<file path="config.mk">
export PLATFORM = sky130hd
export DESIGN_NAME = floor_logic_top
export DESIGN_NICKNAME = d
export VERILOG_FILES = /design/src/elevator_pkg.sv /design/src/request_latch.sv /design/src/floor_queue.sv /design/src/dispatch_control.sv /design/src/floor_logic_top.sv
export VERILOG_INCLUDE_DIRS = /design/src /design/src/src
export SDC_FILE = /design/constraint.sdc
export NUM_CORES = 1
export LEC_CHECK = 0
export ABC_AREA = 1
export BUFFER_PORTS_ARGS = -buffer_cell sky130_fd_sc_hd__buf_2
export CAP_MARGIN = 5
export CORE_MARGIN = 5
export CORE_UTILIZATION = 52
export DETAILED_ROUTE_END_ITERATION = 7
export GPL_TIMING_DRIVEN = 0
export PLACE_DENSITY = 0.7
export SYNTH_ARGS = -nofsm -noshare
export SYNTH_HDL_FRONTEND = slang
export SYNTH_SLANG_ARGS = --single-unit
</file>
<file path="constraint.sdc">
create_clock -name clock -period 7.3 [get_ports clock]
set_clock_uncertainty 0.1 [all_clocks]
set_input_delay 1.46 -clock clock [delete_from_list [all_inputs] [get_ports clock]]
set_output_delay 1.46 -clock clock [all_outputs]
set_load 0.02 [all_outputs]
</file>
<file path="src/elevator_params.svh">
//////////////////////////////////////////////////////////////////////
// Sizes for the floor request controller. ELEV_QUEUE_DEPTH must stay
// at least twice the floor count, and ELEV_QUEUE_PTR_W must address it
//////////////////////////////////////////////////////////////////////

`ifndef ELEVATOR_PARAMS_SVH
`define ELEVATOR_PARAMS_SVH

// Floors served with floor 1 at index 0
`define ELEV_FLOOR_COUNT 11

// One panel and one call entry per floor fit with room to spare
`define ELEV_QUEUE_DEPTH 32

// Read and write pointer width
`define ELEV_QUEUE_PTR_W 5

`endif

</file>
<file path="src/elevator_pkg.sv">
//////////////////////////////////////////////////////////////////////
// Shared types of the floor request controller. Floor numbers are
// zero based: floor 1 is 0 and floor 11 is 10
//////////////////////////////////////////////////////////////////////

`default_nettype none

package elevator_pkg;

    typedef logic [3:0] floor_t;

    typedef enum logic {
        DIR_DOWN = 1'b0,
        DIR_UP   = 1'b1
    } direction_t;

    // Single-cycle strobe carrying a floor
    typedef struct packed {
        logic   valid;
        floor_t floor;
    } floor_request_t;

    typedef enum logic [1:0] {
        DISPATCH_IDLE   = 2'd0,
        DISPATCH_TRAVEL = 2'd1
    } dispatch_state_t;

    // Car status as seen by the controller
    typedef struct packed {
        logic   power_on;
        logic   emergency;
        logic   moving;
        floor_t current_floor;
    } elevator_status_t;

endpackage

`default_nettype wire

</file>
<file path="src/request_latch.sv">
//////////////////////////////////////////////////////////////////////
// Button latch. One request per cycle, panel before call, lowest floor
// first. Losing buttons are picked up again in later cycles
//////////////////////////////////////////////////////////////////////

`default_nettype none

`include "elevator_params.svh"

module request_latch (
    input  wire                                clock,
    input  wire                                reset_n,
    input  elevator_pkg::elevator_status_t     status,
    input  wire  [`ELEV_FLOOR_COUNT-1:0]       floor_call_buttons,
    input  wire  [`ELEV_FLOOR_COUNT-1:0]       panel_buttons,
    input  elevator_pkg::floor_request_t       served,
    output elevator_pkg::floor_request_t       new_request,
    output logic [`ELEV_FLOOR_COUNT-1:0]       call_button_lights,
    output logic [`ELEV_FLOOR_COUNT-1:0]       panel_button_lights
);

    localparam int N = `ELEV_FLOOR_COUNT;

    logic                         enabled;
    logic [N-1:0]                 here_mask;
    logic [N-1:0]                 clear_mask;
    logic [N-1:0]                 panel_qual;
    logic [N-1:0]                 call_qual;
    logic [N-1:0]                 panel_set;
    logic [N-1:0]                 call_set;
    elevator_pkg::floor_request_t panel_pick;
    elevator_pkg::floor_request_t call_pick;

    // One-hot lamp mask of a floor
    function automatic logic [N-1:0] floor_mask(input elevator_pkg::floor_t f);
        return {{(N-1){1'b0}}, 1'b1} << f;
    endfunction

    // Lowest set bit wins, so scan from the top down
    function automatic elevator_pkg::floor_request_t lowest_set(input logic [N-1:0] vec);
        elevator_pkg::floor_request_t pick;
        pick = '0;
        for (int i = N - 1; i >= 0; i--) begin
            if (vec[i]) begin
                pick.valid = 1'b1;
                pick.floor = elevator_pkg::floor_t'(i);
            end
        end
        return pick;
    endfunction

    assign enabled    = status.power_on && !status.emergency;
    assign here_mask  = floor_mask(status.current_floor);
    assign clear_mask = served.valid ? floor_mask(served.floor) : '0;

    // Pressed, lamp still dark, and not the floor the car is at
    assign panel_qual = enabled ? (panel_buttons & ~panel_button_lights & ~here_mask) : '0;
    assign call_qual  = enabled ? (floor_call_buttons & ~call_button_lights & ~here_mask) : '0;

    assign panel_pick = lowest_set(panel_qual);
    assign call_pick  = lowest_set(call_qual);

    // A call winner waits whenever the panel group has one
    assign panel_set = panel_pick.valid ? floor_mask(panel_pick.floor) : '0;
    assign call_set  = (!panel_pick.valid && call_pick.valid) ? floor_mask(call_pick.floor) : '0;

    always_ff @(posedge clock or negedge reset_n) begin
        if (!reset_n) begin
            panel_button_lights <= '0;
            call_button_lights  <= '0;
            new_request         <= '0;
        end else begin
            // Service clears after the set so a served floor ends dark
            panel_button_lights <= (panel_button_lights | panel_set) & ~clear_mask;
            call_button_lights  <= (call_button_lights | call_set) & ~clear_mask;
            new_request         <= panel_pick.valid ? panel_pick : call_pick;
        end
    end

    //////////////////////////////////////////////////////////////////////
    // Checks

    // The issued floor differs from where the car stood when it was picked
    a_no_request_here : assert property (
        @(posedge clock) disable iff (!reset_n)
        new_request.valid |-> new_request.floor != $past(status.current_floor)
    );

endmodule

`default_nettype wire

</file>
<file path="src/floor_queue.sv">
//////////////////////////////////////////////////////////////////////
// Request FIFO in arrival order. No back-pressure, so the depth has to
// cover every request that can be outstanding at once
//////////////////////////////////////////////////////////////////////

`default_nettype none

`include "elevator_params.svh"

module floor_queue (
    input  wire                          clock,
    input  wire                          reset_n,
    input  elevator_pkg::floor_request_t push,
    input  elevator_pkg::floor_request_t pop,
    output elevator_pkg::floor_request_t head
);

    localparam int DEPTH = `ELEV_QUEUE_DEPTH;
    localparam int PTR_W = `ELEV_QUEUE_PTR_W;

    elevator_pkg::floor_t mem [DEPTH];

    logic [PTR_W-1:0] wr_ptr;
    logic [PTR_W-1:0] rd_ptr;
    logic [PTR_W:0]   count;

    // Pointer step that wraps after the last entry
    function automatic logic [PTR_W-1:0] ptr_next(input logic [PTR_W-1:0] ptr);
        if (ptr == PTR_W'(DEPTH - 1)) begin
            return '0;
        end
        return ptr + 1'b1;
    endfunction

    //////////////////////////////////////////////////////////////////////
    // Storage

    always_ff @(posedge clock) begin
        if (push.valid) begin
            mem[wr_ptr] <= push.floor;
        end
    end

    //////////////////////////////////////////////////////////////////////
    // Pointers and occupancy

    always_ff @(posedge clock or negedge reset_n) begin
        if (!reset_n) begin
            wr_ptr <= '0;
            rd_ptr <= '0;
            count  <= '0;
        end else begin
            if (push.valid) begin
                wr_ptr <= ptr_next(wr_ptr);
            end
            if (pop.valid) begin
                rd_ptr <= ptr_next(rd_ptr);
            end
            // Push and pop together leave the count alone
            case ({push.valid, pop.valid})
                2'b10:   count <= count + 1'b1;
                2'b01:   count <= count - 1'b1;
                default: count <= count;
            endcase
        end
    end

    // Head is visible from the edge that wrote it
    assign head.valid = (count != '0);
    assign head.floor = mem[rd_ptr];

    //////////////////////////////////////////////////////////////////////
    // Checks

    a_no_overflow : assert property (
        @(posedge clock) disable iff (!reset_n)
        push.valid |-> count != (PTR_W+1)'(DEPTH)
    );

    // Dispatch only retires the entry it was shown
    a_pop_matches_head : assert property (
        @(posedge clock) disable iff (!reset_n)
        pop.valid |-> head.valid && pop.floor == head.floor
    );

endmodule

`default_nettype wire

</file>
<file path="src/dispatch_control.sv">
//////////////////////////////////////////////////////////////////////
// Dispatch FSM. Sends the queue head to the drive logic, one trip at a
// time, and grants door permission while the car stands still
//////////////////////////////////////////////////////////////////////

`default_nettype none

module dispatch_control (
    input  wire                            clock,
    input  wire                            reset_n,
    input  elevator_pkg::elevator_status_t status,
    input  elevator_pkg::floor_request_t   head,
    input  wire                            door_open_btn,
    input  wire                            door_close_btn,
    output elevator_pkg::floor_request_t   served,
    output elevator_pkg::floor_t           target_floor,
    output elevator_pkg::direction_t       direction,
    output logic                           activate_elevator,
    output logic                           door_open_allowed,
    output logic                           door_close_allowed
);

    elevator_pkg::dispatch_state_t state;

    logic enabled;
    logic stopped;
    logic arrived;

    assign enabled = status.power_on && !status.emergency;
    assign stopped = enabled && !status.moving;
    assign arrived = !status.moving && (status.current_floor == target_floor);

    //////////////////////////////////////////////////////////////////////
    // Trip control

    always_ff @(posedge clock or negedge reset_n) begin
        if (!reset_n) begin
            state             <= elevator_pkg::DISPATCH_IDLE;
            served            <= '0;
            target_floor      <= '0;
            direction         <= elevator_pkg::DIR_DOWN;
            activate_elevator <= 1'b0;
        end else begin
            served <= '0;
            if (!enabled) begin
                // Abort the trip while the queue keeps the request
                state             <= elevator_pkg::DISPATCH_IDLE;
                activate_elevator <= 1'b0;
            end else begin
                case (state)
                    elevator_pkg::DISPATCH_IDLE: begin
                        // Wait out the cycle of a served strobe until its pop lands
                        if (!status.moving && head.valid && !served.valid) begin
                            if (head.floor == status.current_floor) begin
                                served.valid <= 1'b1;
                                served.floor <= head.floor;
                            end else begin
                                target_floor      <= head.floor;
                                direction         <= (head.floor > status.current_floor) ?
                                                     elevator_pkg::DIR_UP :
                                                     elevator_pkg::DIR_DOWN;
                                activate_elevator <= 1'b1;
                                state             <= elevator_pkg::DISPATCH_TRAVEL;
                            end
                        end
                    end
                    elevator_pkg::DISPATCH_TRAVEL: begin
                        if (arrived) begin
                            served.valid      <= 1'b1;
                            served.floor      <= target_floor;
                            activate_elevator <= 1'b0;
                            state             <= elevator_pkg::DISPATCH_IDLE;
                        end
                    end
                    default: begin
                        activate_elevator <= 1'b0;
                        state             <= elevator_pkg::DISPATCH_IDLE;
                    end
                endcase
            end
        end
    end

    //////////////////////////////////////////////////////////////////////
    // Door permission

    always_ff @(posedge clock or negedge reset_n) begin
        if (!reset_n) begin
            door_open_allowed  <= 1'b0;
            door_close_allowed <= 1'b0;
        end else begin
            door_open_allowed  <= stopped && door_open_btn;
            door_close_allowed <= stopped && door_close_btn;
        end
    end

    // Drive request only during a trip toward the queue head
    a_activate_in_travel : assert property (
        @(posedge clock) disable iff (!reset_n)
        activate_elevator |-> state == elevator_pkg::DISPATCH_TRAVEL &&
                              head.valid && head.floor == target_floor
    );

endmodule

`default_nettype wire

</file>
<file path="src/floor_logic_top.sv">
//////////////////////////////////////////////////////////////////////
// Floor request controller top. Button, emergency and power inputs
// must already be synchronous to clock
//////////////////////////////////////////////////////////////////////

`default_nettype none

`include "elevator_params.svh"

module floor_logic_top (
    input  wire                            clock,
    input  wire                            reset_n,
    input  wire  [`ELEV_FLOOR_COUNT-1:0]   floor_call_buttons,
    input  wire  [`ELEV_FLOOR_COUNT-1:0]   panel_buttons,
    input  wire                            door_open_btn,
    input  wire                            door_close_btn,
    input  wire                            emergency_btn,
    input  wire                            power_switch,
    input  elevator_pkg::floor_t           current_floor,
    input  wire                            elevator_moving,
    output elevator_pkg::floor_t           target_floor,
    output elevator_pkg::direction_t       direction,
    output logic                           activate_elevator,
    output logic [`ELEV_FLOOR_COUNT-1:0]   call_button_lights,
    output logic [`ELEV_FLOOR_COUNT-1:0]   panel_button_lights,
    output logic                           door_open_allowed,
    output logic                           door_close_allowed
);

    elevator_pkg::elevator_status_t status;
    elevator_pkg::floor_request_t   new_request;
    elevator_pkg::floor_request_t   queue_head;
    elevator_pkg::floor_request_t   served;

    // Car status bundle shared by the latch and the dispatcher
    assign status.power_on      = power_switch;
    assign status.emergency     = emergency_btn;
    assign status.moving        = elevator_moving;
    assign status.current_floor = current_floor;

    request_latch u_request_latch (
        .clock               (clock),
        .reset_n             (reset_n),
        .status              (status),
        .floor_call_buttons  (floor_call_buttons),
        .panel_buttons       (panel_buttons),
        .served              (served),
        .new_request         (new_request),
        .call_button_lights  (call_button_lights),
        .panel_button_lights (panel_button_lights)
    );

    // Served doubles as the pop strobe
    floor_queue u_floor_queue (
        .clock   (clock),
        .reset_n (reset_n),
        .push    (new_request),
        .pop     (served),
        .head    (queue_head)
    );

    dispatch_control u_dispatch_control (
        .clock              (clock),
        .reset_n            (reset_n),
        .status             (status),
        .head               (queue_head),
        .door_open_btn      (door_open_btn),
        .door_close_btn     (door_close_btn),
        .served             (served),
        .target_floor       (target_floor),
        .direction          (direction),
        .activate_elevator  (activate_elevator),
        .door_open_allowed  (door_open_allowed),
        .door_close_allowed (door_close_allowed)
    );

endmodule

`default_nettype wire

</file>
==> impl_results.md, run 1 <==
- Vias in the first global route: 6246
- Hold WS: 0.378 ns
- Port bufs: 62
- HPWL after DPL: 15.6 mm
- Maximum achievable frequency: 287 MHz
- Area added between synthesis and finish: 14.0%
- Worst EP required: 7.55 ns
- Clk buf depth: 2
- Final GP Congestion: 0.958
- Syn_area_per_cell: 10.2 µm²
- Post-synth top area share: 0.455
- N_diodes: 0
- Post-Syn Nets: 880
- Clk_lat worst skew: 0.43 ns
- Yosys warns: 0
- Initial Util: 0.532
- Gr ovfl total: 0
- FF-to-FF path depth: 18
- Core ar.: 15900 µm²
- DIE AREA: 18900 µm²
- H-tree levels: 4
- R2R Path Start: u_floor_queue.rd_ptr[1]
- Startpoint Class: flop
- Total GRT Usage: 0.247
- CTS sink count: 184
- Post-synthesis sequential area ratio: 0.621
- Global-route wire length before repair: 34.3 mm
- CP startpoint: u_floor_queue.rd_ptr[1]
- Cts repair resizes: 0
- Peak supply drop: 0.197 mV
- CP arrival: 3.73 ns
- Pin slew with the least headroom to its limit: 1.14 ns
- Maxcap violations: 0
- Post-synthesis register bit count: 184
- Hold path depth: 1
- Number of synthesized flops with an enable pin: 128
- Maximum number of pins on one net before global-route repair: 57
- Via-per-instance ratio: 5.75
- Min-delay src: u_floor_queue.count[5]
- Cell Area, Synth: 8450 µm²
- Hold Violations, Final: 0
- Die Y-Extent: 137 µm
- Share of post-route cells with drive strength above 1: 0.143
- Synth top cells by count: nor2_1, edfxtp_1, nand2_1, o21ai_0, inv_1
- Layout Cells excl Fill: 1140
- Post-synth cell types: 41
- # hold bufs at CTS: 0
- Pleak: 3.93 nW
- Initial DRT Pass Iterations: 7
- Status: complete, no violations
- Vias: 6552
- Crit path time final: 3.48 ns
- Nets: 961
- Slew Viols, Final: 0
- Placed insts: 1108
- Synth top area cells: edfxtp_1, dfrtp_1, nor2_1
- Clock buffer count from CTS: 17
- DRC violations left: 0
- Row cnt: 46
- Post-Syn Instances: 830
- RSZ-0062 raised after global routing: no
- Setup crit end kind: flop
- Primary FF master, synth: edfxtp_1
- Relative slew margins: 0.238
- Pwr/cell area: 337 nW/µm²
- Root buffer cell: clkbuf_16
- Clk slew on worst S/H paths: 0.07 ns
- ANT nets after route: 0
- Yosys top cell by area: edfxtp_1
- Width of the die: 137 µm
- Io pins: 63
- Drt first-iter violations: 785
- Total power: 3.24 mW
- Period utilization: 0.477
- CTS tree: yes
- Drt wl/cell: 19.6 µm
- Initial antenna violation count: 0
- Setup Crit Path Kind: flop to flop
- Post-CTS Setup Inserts: 0
- Post-synth ARST share: 0.304
- HP Class: flop to flop
- Crit path max fanout: 10
- Setup violations, final: 0
- Setup TNS: 0 ns
- Final WL: 22.3 mm
- Most common cell in the netlist: nor2_1
[state kept, by name (all words and copies together), names as in the netlist]
signal,count
u_dispatch_control.activate_elevator,1
u_dispatch_control.direction,1
u_dispatch_control.door_close_allowed,1
u_dispatch_control.door_open_allowed,1
u_dispatch_control.served,5
u_dispatch_control.target_floor,4
u_floor_queue.count,6
u_floor_queue.mem,128
u_floor_queue.rd_ptr,5
u_floor_queue.wr_ptr,5
u_request_latch.call_button_lights,11
u_request_latch.new_request,5
u_request_latch.panel_button_lights,11
[power breakdown]
| part | total, mW | internal (mW) | switching, mW |
|---|---|---|---|
| sequential | 1.30 | 1.22 | 0.0895 |
| combinational | 1.00 | 0.292 | 0.712 |
| clock | 0.933 | 0.546 | 0.387 |
[per-layer routing]
layer / track usage / routed length (µm)
met2: 0.358 / 10100
met1: 0.347 / 9250
met4: 0.0981 / 659
met3: 0.0774 / 2340
met5: 0 / 0
[cells in the final DEF, fill, tap and decap left out, types with 2 or more instances in the layout]
cell type   netlist  routed
o21ai_0          82      82
o22ai_1          23      23
clkbuf_1         21      24
nor3_1           10      10
a21oi_1          32      32
buf_2             4      65
or2_2             2       2
buf_4             2       3
nand4_1          27      27
nand3_1          28      28
dfrtp_1          56      56
inv_2             8       8
inv_6             0       2
a31oi_1           2       2
clkinv_1          2       3
a21boi_0          2       2
nor4_1            2       2
nand2_1         107     107
nand2_2           7       7
clkinvlp_4        0       2
inv_1            73      73
nor2_1          143     143
o211ai_1          4       4
o21ai_1           3       3
nor2_4            5       5
nor2_2            8       8
o221ai_1         12      12
xor2_1            3       3
xnor2_1           2       2
bufinv_16         0       2
clkbuf_16         0      19
ha_1             16      16
edfxtp_1        128     128
inv_4             0       2
nor3b_1           2       2
nand4_2           2       2
o21bai_1          3       3
[kinds of logic after synthesis]
logic type / Yosys count / synth area share
compound gates: 167 / 0.112
xor+xnor: 5 / 0.00519
fa+ha+maj: 17 / 0.0261
buf+inv: 110 / 0.0504
flops: 184 / 0.621
simple gates: 347 / 0.185
[path summary, 6_finish.rpt]
kind | endpoint | slack [ns]
max reg2reg | u_dispatch_control.direction | 3.82
max | u_dispatch_control.direction | 3.82
max in group asynchronous | u_floor_queue.wr_ptr[2] | 5.61
min | u_floor_queue.count[5] | 0.38
min reg2reg | u_floor_queue.count[5] | 0.38
min in group asynchronous | u_dispatch_control.target_floor[3] | 0.98
[metrics by stage]
step | instance area, µm² | setup slack (ns) | utilization
5_1_grt | 9630 | 3.68 | 0.606
6_report | 9630 | 3.82 | 0.606
3_5_place_dp | 9030 | 3.90 | 0.568
2_1_floorplan | 8450 | 4.52 | -
3_3_place_gp | 9030 | 3.99 | 0.568
4_1_cts | 9630 | 3.91 | 0.606
[layout make-up]
class	instances	area, µm²
fillers	1337	6250
clock buffers	22	487
flip-flops and latches	184	5250
repair buffers	62	313
well taps	216	270
inverters	83	312
clock inverters	10	114
plain buffers	27	114
multi-input cells	536	2780
[worst max-delay path, cell delays in order (launching register included)]
cell and delay [ns]:
dfrtp_1 0.44, inv_1 0.21, clkbuf_1 0.50, o21ai_0 0.22, o221ai_1 0.26, o211ai_1 0.22
nand4_1 0.12, o21ai_1 0.11, inv_1 0.10, ha_1 0.24, nand2_1 0.06, inv_1 0.04
nand3_1 0.06, inv_1 0.06, nor3_1 0.12, nand2_1 0.23, inv_1 0.13, nor2_1 0.04
a31oi_1 0.13
No activity file was read; power rests on OpenSTA's default activity.
==> run 2, diff against run 1 <==
Settings changed: ABC_AREA 1 to 0.
Clock period 7.3 ns to 3.3 ns, I/O delays scaled along.
==> run 2 against run 1 <==
Net effect:
- sequential share of layout area fell by 1.8 points
- combinational power up 130%
- global-route usage decreased by 3.1 points
- fmax up 5.8%
- wire length fell by 11%
- synthesized cell count decreased by 28%
- utilization rose by 1.9 points
- cell area rose by 3.5%
- final cell count is 19% lower
- first-iteration DRC count down 32%
- power increased by 140%
==> impl_results.md, run 2 <==
- Multiplexer area fraction after synthesis: 0.121 (+0.121)
- Share of post-route cells with drive strength above 1: 0.260 (+0.117)
- Comb power frac: 0.301 (-0.009)
- Pleak: 3.63 nW (-7.5%)
- CTS tree: yes
- CP arrival: 3.49 ns (-0.24 ns)
- Synth top cells by count: edfxtp_1, nor2_1, dfrtp_1, mux4_2, nand2_1
- Fillers: 1216 (-9.1%)
- Clock buffer count from CTS: 17 (unchanged)
- Pint: 5.22 mW (+150%)
- Post-synth cell types: 76 (+85%)
- Nets: 740 (-23%)
- Post-Syn Instances: 599 (-28%)
- Number of synthesized flops with an enable pin: 128 (unchanged)
- Combinational family with the most area after synthesis: simple AND/OR/NAND/NOR gates
- Post-synthesis sequential area ratio: 0.617 (-0.00429)
- Layout Utilization: 0.625 (+0.0189)
- Post-synth top area share: 0.452 (-0.00315)
- Yosys warns: 0 (unchanged)
- Synth Area in Compound Gates: 0.0713 (-0.0409)
- Area added between synthesis and finish: 17.2%
- DRC violations left: 0 (unchanged)
- Most frequent cells in the layout: edfxtp_1, buf_2, nor2_1
- H-tree levels: 4 (unchanged)
- Setup TNS: 0 ns (unchanged)
- Total power: 7.65 mW (+140%)
- Slew Viols, Final: 0 (unchanged)
- Largest registers: u_floor_queue.mem x128, u_request_latch.call_button_lights x11, u_request_latch.panel_button_lights x11
- Initial Util: 0.534 (+0.00177)
- CTS sink count: 184 (unchanged)
- Hold WS: 0.183 ns (-0.195 ns)
- Peak supply drop: 0.588 mV (+200%)
- Setup Crit Path Kind: flop to flop
- HP Class: input pin to async pin
- Power share of the sequential group: 0.428 (+0.025)
- R2R Path Start: u_floor_queue.rd_ptr[0]
- Row cnt: 46 (unchanged)
- Largest reg by FF count: u_floor_queue.mem
- Commonest non-fill, non-tap cell in the layout: edfxtp_1
- CP startpoint: u_floor_queue.rd_ptr[0]
- Io pins: 63 (unchanged)
- Maxcap violations: 0 (unchanged)
- Crit path time final: 3.29 ns (-0.192 ns)
- ANT nets after route: 0 (unchanged)
- N_diodes: 0 (unchanged)
- Drt first-iter violations: 534 (-32%)
- Initial antenna violation count: 0 (unchanged)
- Width of the die: 138 µm (+0.32%)
- Pin slew with the least headroom to its limit: 1.07 ns (-0.0734 ns)
- Gr ovfl total: 0 (unchanged)
- Vias in the first global route: 5546 (-11%)
- Core ar.: 15900 µm² (+0.36%)
- Slowest cell on crit path: mux4_2
- Primary FF master, synth: edfxtp_1
- CP Cell Sequence: buf_8 -> buf_12 -> mux4_2 -> mux4_2 -> mux2_4 -> ha_4 -> nand4_1 -> nand3_4 -> mux2_4
- Most common cell in the netlist: edfxtp_1
- Hold Violations, Final: 0 (unchanged)
- DIE AREA: 19000 µm² (+0.65%)
- Initial DRT Pass Iterations: 6 (-1)
- Setup violations, final: 0 (unchanged)
- Final GP Congestion: 0.862 (-10%)
- Xor/xnor share of the synthesized area: 0.00721 (+0.00202)
- Global-route wire length before repair: 30.5 mm (-11%)
- CP max stage delay: 0.54 ns (+0.04 ns)
- Via-per-instance ratio: 6.08 (+5.9%)
- Pwr/cell area: 768 nW/µm² (+130%)
- Simple-Gate Fraction of Synth Area: 0.133 (-0.0523)
- Switching part of the total: 0.318 (-0.0490)
- Clk slew on worst S/H paths: 0.06 ns (about the same)
- Cell Area, Synth: 8510 µm² (+0.70%)
- Total GRT Usage: 0.216 (-0.0313)
- Post-synthesis register bit count: 184 (unchanged)
- Status: complete, no violations
- Dpl ws: -0.605 ns (-4.51 ns)
- RSZ-0062 raised after global routing: yes
- Setup ws final: 0.0119 ns (-3.81 ns)
- Period utilization: 0.996 (+0.520)
- Post-synthesis adder-cell area fraction: 0.0259 (-0.000180)
- Maximum number of pins on one net before global-route repair: 57 (unchanged)
- Maximum achievable frequency: 304 MHz (+5.8%)
- Syn_area_per_cell: 14.2 µm² (+40%)
- Synth top area cells: edfxtp_1, dfrtp_1, mux4_2
- Relative slew margins: 0.287 (+0.0489)
- Post-synth ARST share: 0.304 (unchanged)
- Clk buf depth: 2 (unchanged)
- Die Y-Extent: 138 µm (+0.32%)
- Clk_lat worst skew: 0.42 ns (about the same)
- Psw: 2.43 mW (+100%)
- Drt wl/cell: 21.7 µm (+11%)
- Yosys top cell by area: edfxtp_1
- Crit path max fanout: 7 (-3)
- Final WL: 19.9 mm (-11%)
- Max reg flops: 128 (unchanged)
- Post-Syn Nets: 649 (-26%)
- HPWL after DPL: 13.9 mm (-11%)
- Clock share of power: 0.271 (-0.017)
- Vias: 5592 (-15%)
- Root buffer cell: clkbuf_16
- Startpoint Class: flop
- Port bufs: 62 (unchanged)
- Worst EP required: 3.51 ns (-4.04 ns)
- Setup crit end kind: flop
[run 2: cell families after synthesis]
family                     after synthesis
AOI/OAI and AO/OA                       92
xor gates and xnor gates                 7
adders and majority gates               17
buffers and inverters                   48
DFF                                    184
muxes                                   52
and+or+nand+nor                        199
[run 2: final cells by class]
type | instances | area, µm² | share of cell area
plain buffers | 27 | 180 | 0.0181
flip-flops and latches | 184 | 5250 | 0.526
multi-input cells | 367 | 3130 | 0.314
well taps | 216 | 270 | 0.0271
repair buffers | 73 | 452 | 0.0453
clock inverters | 7 | 90.1 | 0.00904
clock buffers | 25 | 519 | 0.0521
inverters | 20 | 75.1 | 0.00753
[run 2: critical path: cells and delay by family (launching register included)]
kind	cells	cell delay (ns)
muxes	4	1.69
buffers and inverters	2	0.32
adders and majority gates	1	0.28
and+or+nand+nor	2	0.40
DFF	1	0.38
[run 2: timing repair]
| action | CTS | global route |
|---|---|---|
| gates resized for setup | 20 | 13 |
| endpoints found under the setup margin | 11 | 9 |
| hold buffers | 0 | 0 |
| pin swaps | 2 | 5 |
| buffers inserted | 6 | 3 |
| cloned | 0 | 3 |
[run 2: power by group through the flow]
stage / registers, mW / logic (mW) / clock network (mW)
floorplan: 3.29 / 1.33 / 0
global placement: 3.28 / 1.98 / 0
detailed placement: 3.30 / 2.04 / 0
CTS: 3.27 / 2.13 / 2.10
global route: 3.32 / 2.48 / 2.22
finish: 3.28 / 2.30 / 2.07
[run 2: worst paths after layout]
check	endpoint	slack, ns	cells past startpoint
max	u_dispatch_control.target_floor[1]	0.01	9
min	u_dispatch_control.direction	0.18	1
max reg2reg	u_dispatch_control.target_floor[1]	0.01	9
min reg2reg	u_floor_queue.count[5]	0.40	1
max in group asynchronous	u_floor_queue.rd_ptr[1]	2.39	1
min in group clock	u_dispatch_control.door_open_allowed	0.37	2
[run 2: through the flow]
step                instances  instance area, µm²
floorplan                 599                8510
global placement          877                9090
detailed placement        877                9090
CTS                       914                9810
global route              919                9970
finish                    919                9970
[run 2: routing by layer]
layer	vias to the layer above	share of wire	track usage
li1	2512	-	-
met1	2805	0.43	0.298
met2	227	0.48	0.343
met3	48	0.056	0.0323
met4	0	0.032	0.0971
met5	-	0	0
==> run 3, diff against run 2 <==
Settings changed: CORE_MARGIN 5 to 2.
==> run 3 against run 2 <==
Net effect:
- the flow now finishes with violations (setup timing)
- critical path depth unchanged
- power down 2.3%
- wire length down 1.3%
- register-to-register slack worse by 0.05 ns
- non-clock buffer count down 4
- worst setup slack worse by 0.050 ns
- combinational power down 3%
- highest routed layer unchanged
- sequential share of layout area up 0.35 points
==> impl_results.md, run 3 (same netlist as run 2, synthesis figures left out) <==
- Failing checks: setup timing
- Area added between synthesis and finish: 16.4%
- Hold WS: 0.179 ns (-0.00395 ns)
- Status: complete, but fails checks
- CTS tree: yes
- Root buffer cell: clkbuf_16
- Largest registers: u_floor_queue.mem x128, u_request_latch.call_button_lights x11, u_request_latch.panel_button_lights x11
- R2R Path Start: u_floor_queue.rd_ptr[0]
- Width of the die: 132 µm (-4.4%)
- Maximum achievable frequency: 300 MHz (-1.5%)
- FF-to-FF path depth: 9 (unchanged)
- Reg2reg end: u_dispatch_control.target_floor[2]
- Clk buf depth: 2 (unchanged)
- Maxcap violations: 0 (unchanged)
- Setup crit end kind: flop
- Vias: 5566 (-0.46%)
- DRC violations left: 0 (unchanged)
- Layout Utilization: 0.621 (-0.00408)
- Setup Crit Path Kind: flop to flop
- Via-per-instance ratio: 6.08 (about the same)
- Peak supply drop: 0.393 mV (-33%)
- H-tree levels: 4 (unchanged)
- HPWL after DPL: 13.9 mm (-0.25%)
- Final WL: 19.7 mm (-1.3%)
- Setup ws final: -0.0382 ns (-0.0500 ns)
- ANT nets after route: 0 (unchanged)
- Slew Viols, Final: 0 (unchanged)
- Initial DRT Pass Iterations: 5 (-1)
- RSZ-0062 raised after global routing: yes
- DIE AREA: 17400 µm² (-8.5%)
- Pleak: 3.60 nW (-0.96%)
- Port bufs: 62 (unchanged)
- Setup violations, final: 2 (+2)
- Max reg flops: 128 (unchanged)
- CP arrival: 3.55 ns (+0.06 ns)
- Hold Violations, Final: 0 (unchanged)
- Total GRT Usage: 0.236 (+0.0199)
- Row cnt: 46 (unchanged)
- Maximum number of pins on one net before global-route repair: 57 (unchanged)
- Clk_lat worst skew: 0.43 ns (about the same)
- Largest reg by FF count: u_floor_queue.mem
- Period utilization: 1.01 (+0.0152)
- Most frequent cells in the layout: edfxtp_1, buf_2, nor2_1
- Nets: 736 (-0.54%)
- R2r setup slk: -0.04 ns (-0.05 ns)
- Drt wl/cell: 21.5 µm (-0.82%)
- Crit path max fanout: 7 (unchanged)
- Pin slew with the least headroom to its limit: 1.09 ns (+0.0176 ns)
- Vias in the first global route: 5646 (+1.8%)
- Initial Util: 0.534 (unchanged)
- Share of post-route cells with drive strength above 1: 0.263 (+0.00292)
- Relative slew margins: 0.275 (-0.0118)
- Initial antenna violation count: 0 (unchanged)
- Crit path time final: 3.34 ns (+0.0500 ns)
- Clk slew on worst S/H paths: 0.07 ns (about the same)
- # hold bufs at CTS: 0 (unchanged)
- Fillers: 1225 (+0.74%)
- CP startpoint: u_floor_queue.rd_ptr[0]
- Clock buffer count from CTS: 17 (unchanged)
- Commonest non-fill, non-tap cell in the layout: edfxtp_1
- Drt first-iter violations: 461 (-14%)
- Die Y-Extent: 132 µm (-4.4%)
- Worst EP required: 3.51 ns (about the same)
- CTS sink count: 184 (unchanged)
- Global-route wire length before repair: 31.2 mm (+2.5%)
- Startpoint Class: flop
- N_diodes: 0 (unchanged)
- HP Class: input pin to async pin
- Io pins: 63 (unchanged)
- Final GP Congestion: 0.905 (+5.1%)
- Pwr/cell area: 755 nW/µm² (-1.6%)
- Core ar.: 15900 µm² (unchanged)
- Gr ovfl total: 0 (unchanged)
[run 3: cell count changes in the layout (fill, tap and decap cells not counted), moves of 2 or more]
| cell | change |
|---|---|
| clkbuf_1 | -4 |
| buf_6 | +3 |
| clkbuf_8 | +3 |
| clkbuf_16 | -2 |
| bufinv_16 | -2 |
| buf_4 | -5 |
| inv_6 | +3 |
[run 3: final cells by class]
type | instances | area (µm²) | share of cell area
plain buffers | 27 | 174 | 0.0176
clock buffers | 24 | 528 | 0.0533
clock inverters | 8 | 55.1 | 0.00556
inverters | 20 | 75.1 | 0.00758
multi-input cells | 367 | 3140 | 0.317
flip-flops and latches | 184 | 5250 | 0.530
well taps | 216 | 270 | 0.0273
repair buffers | 69 | 412 | 0.0416
[run 3: how the worst max path moves through the flow]
stage | to | slack, ns | cells past startpoint
3_3_place_gp | u_dispatch_control.target_floor[1] | -0.57 | 9
3_5_place_dp | u_dispatch_control.target_floor[2] | -0.63 | 9
5_1_grt | u_dispatch_control.target_floor[2] | -0.08 | 9
6_report | u_dispatch_control.target_floor[2] | -0.04 | 9
4_1_cts | u_dispatch_control.served[0] | -0.005 | 10
2_1_floorplan | u_dispatch_control.target_floor[1] | 0.1 | 9
[run 3: power by group]
part	total, mW	switching (mW)	internal (mW)
Sequential	3.27	0.356	2.92
Clock	1.97	0.844	1.13
Combinational	2.23	1.23	1.01
[run 3: worst max-delay path, stage by stage, from the launching register on]
cell     delay (ns)
dfrtp_1        0.38
buf_6          0.19
buf_12         0.14
mux4_2         0.54
mux4_2         0.49
mux2_4         0.34
ha_4           0.28
nand4_1        0.21
nand3_4        0.22
mux2_4         0.31
[run 3: routing by layer]
layer / part of all wire / up-vias / track usage
met2: 0.49 / 236 / 0.380
met1: 0.42 / 2791 / 0.314
met4: 0.024 / 0 / 0.0882
met5: 0 / - / 0
li1: - / 2504 / -
met3: 0.065 / 35 / 0.0550
[run 3: through the flow]
stage	setup TNS, ns	total power [mW]	cell area [µm²]	instances	setup slack, ns
after floorplan	0	4.62	8510	599	0.0962
after global placement	-4.78	5.25	9090	877	-0.568
after detailed placement	-5.49	5.33	9090	877	-0.633
after CTS	-0.00493	7.37	9740	910	-0.00493
after global routing	-0.380	7.84	9900	915	-0.0782
final	-0.0675	7.48	9900	915	-0.0382
[run 3: timing repair]
| item | in CTS | in global routing |
|---|---|---|
| setup endpoints to repair | 11 | 6 |
| gates cloned | 0 | 2 |
| resized for setup | 18 | 16 |
| pin swaps | 2 | 2 |
| setup buffers | 2 | 3 |
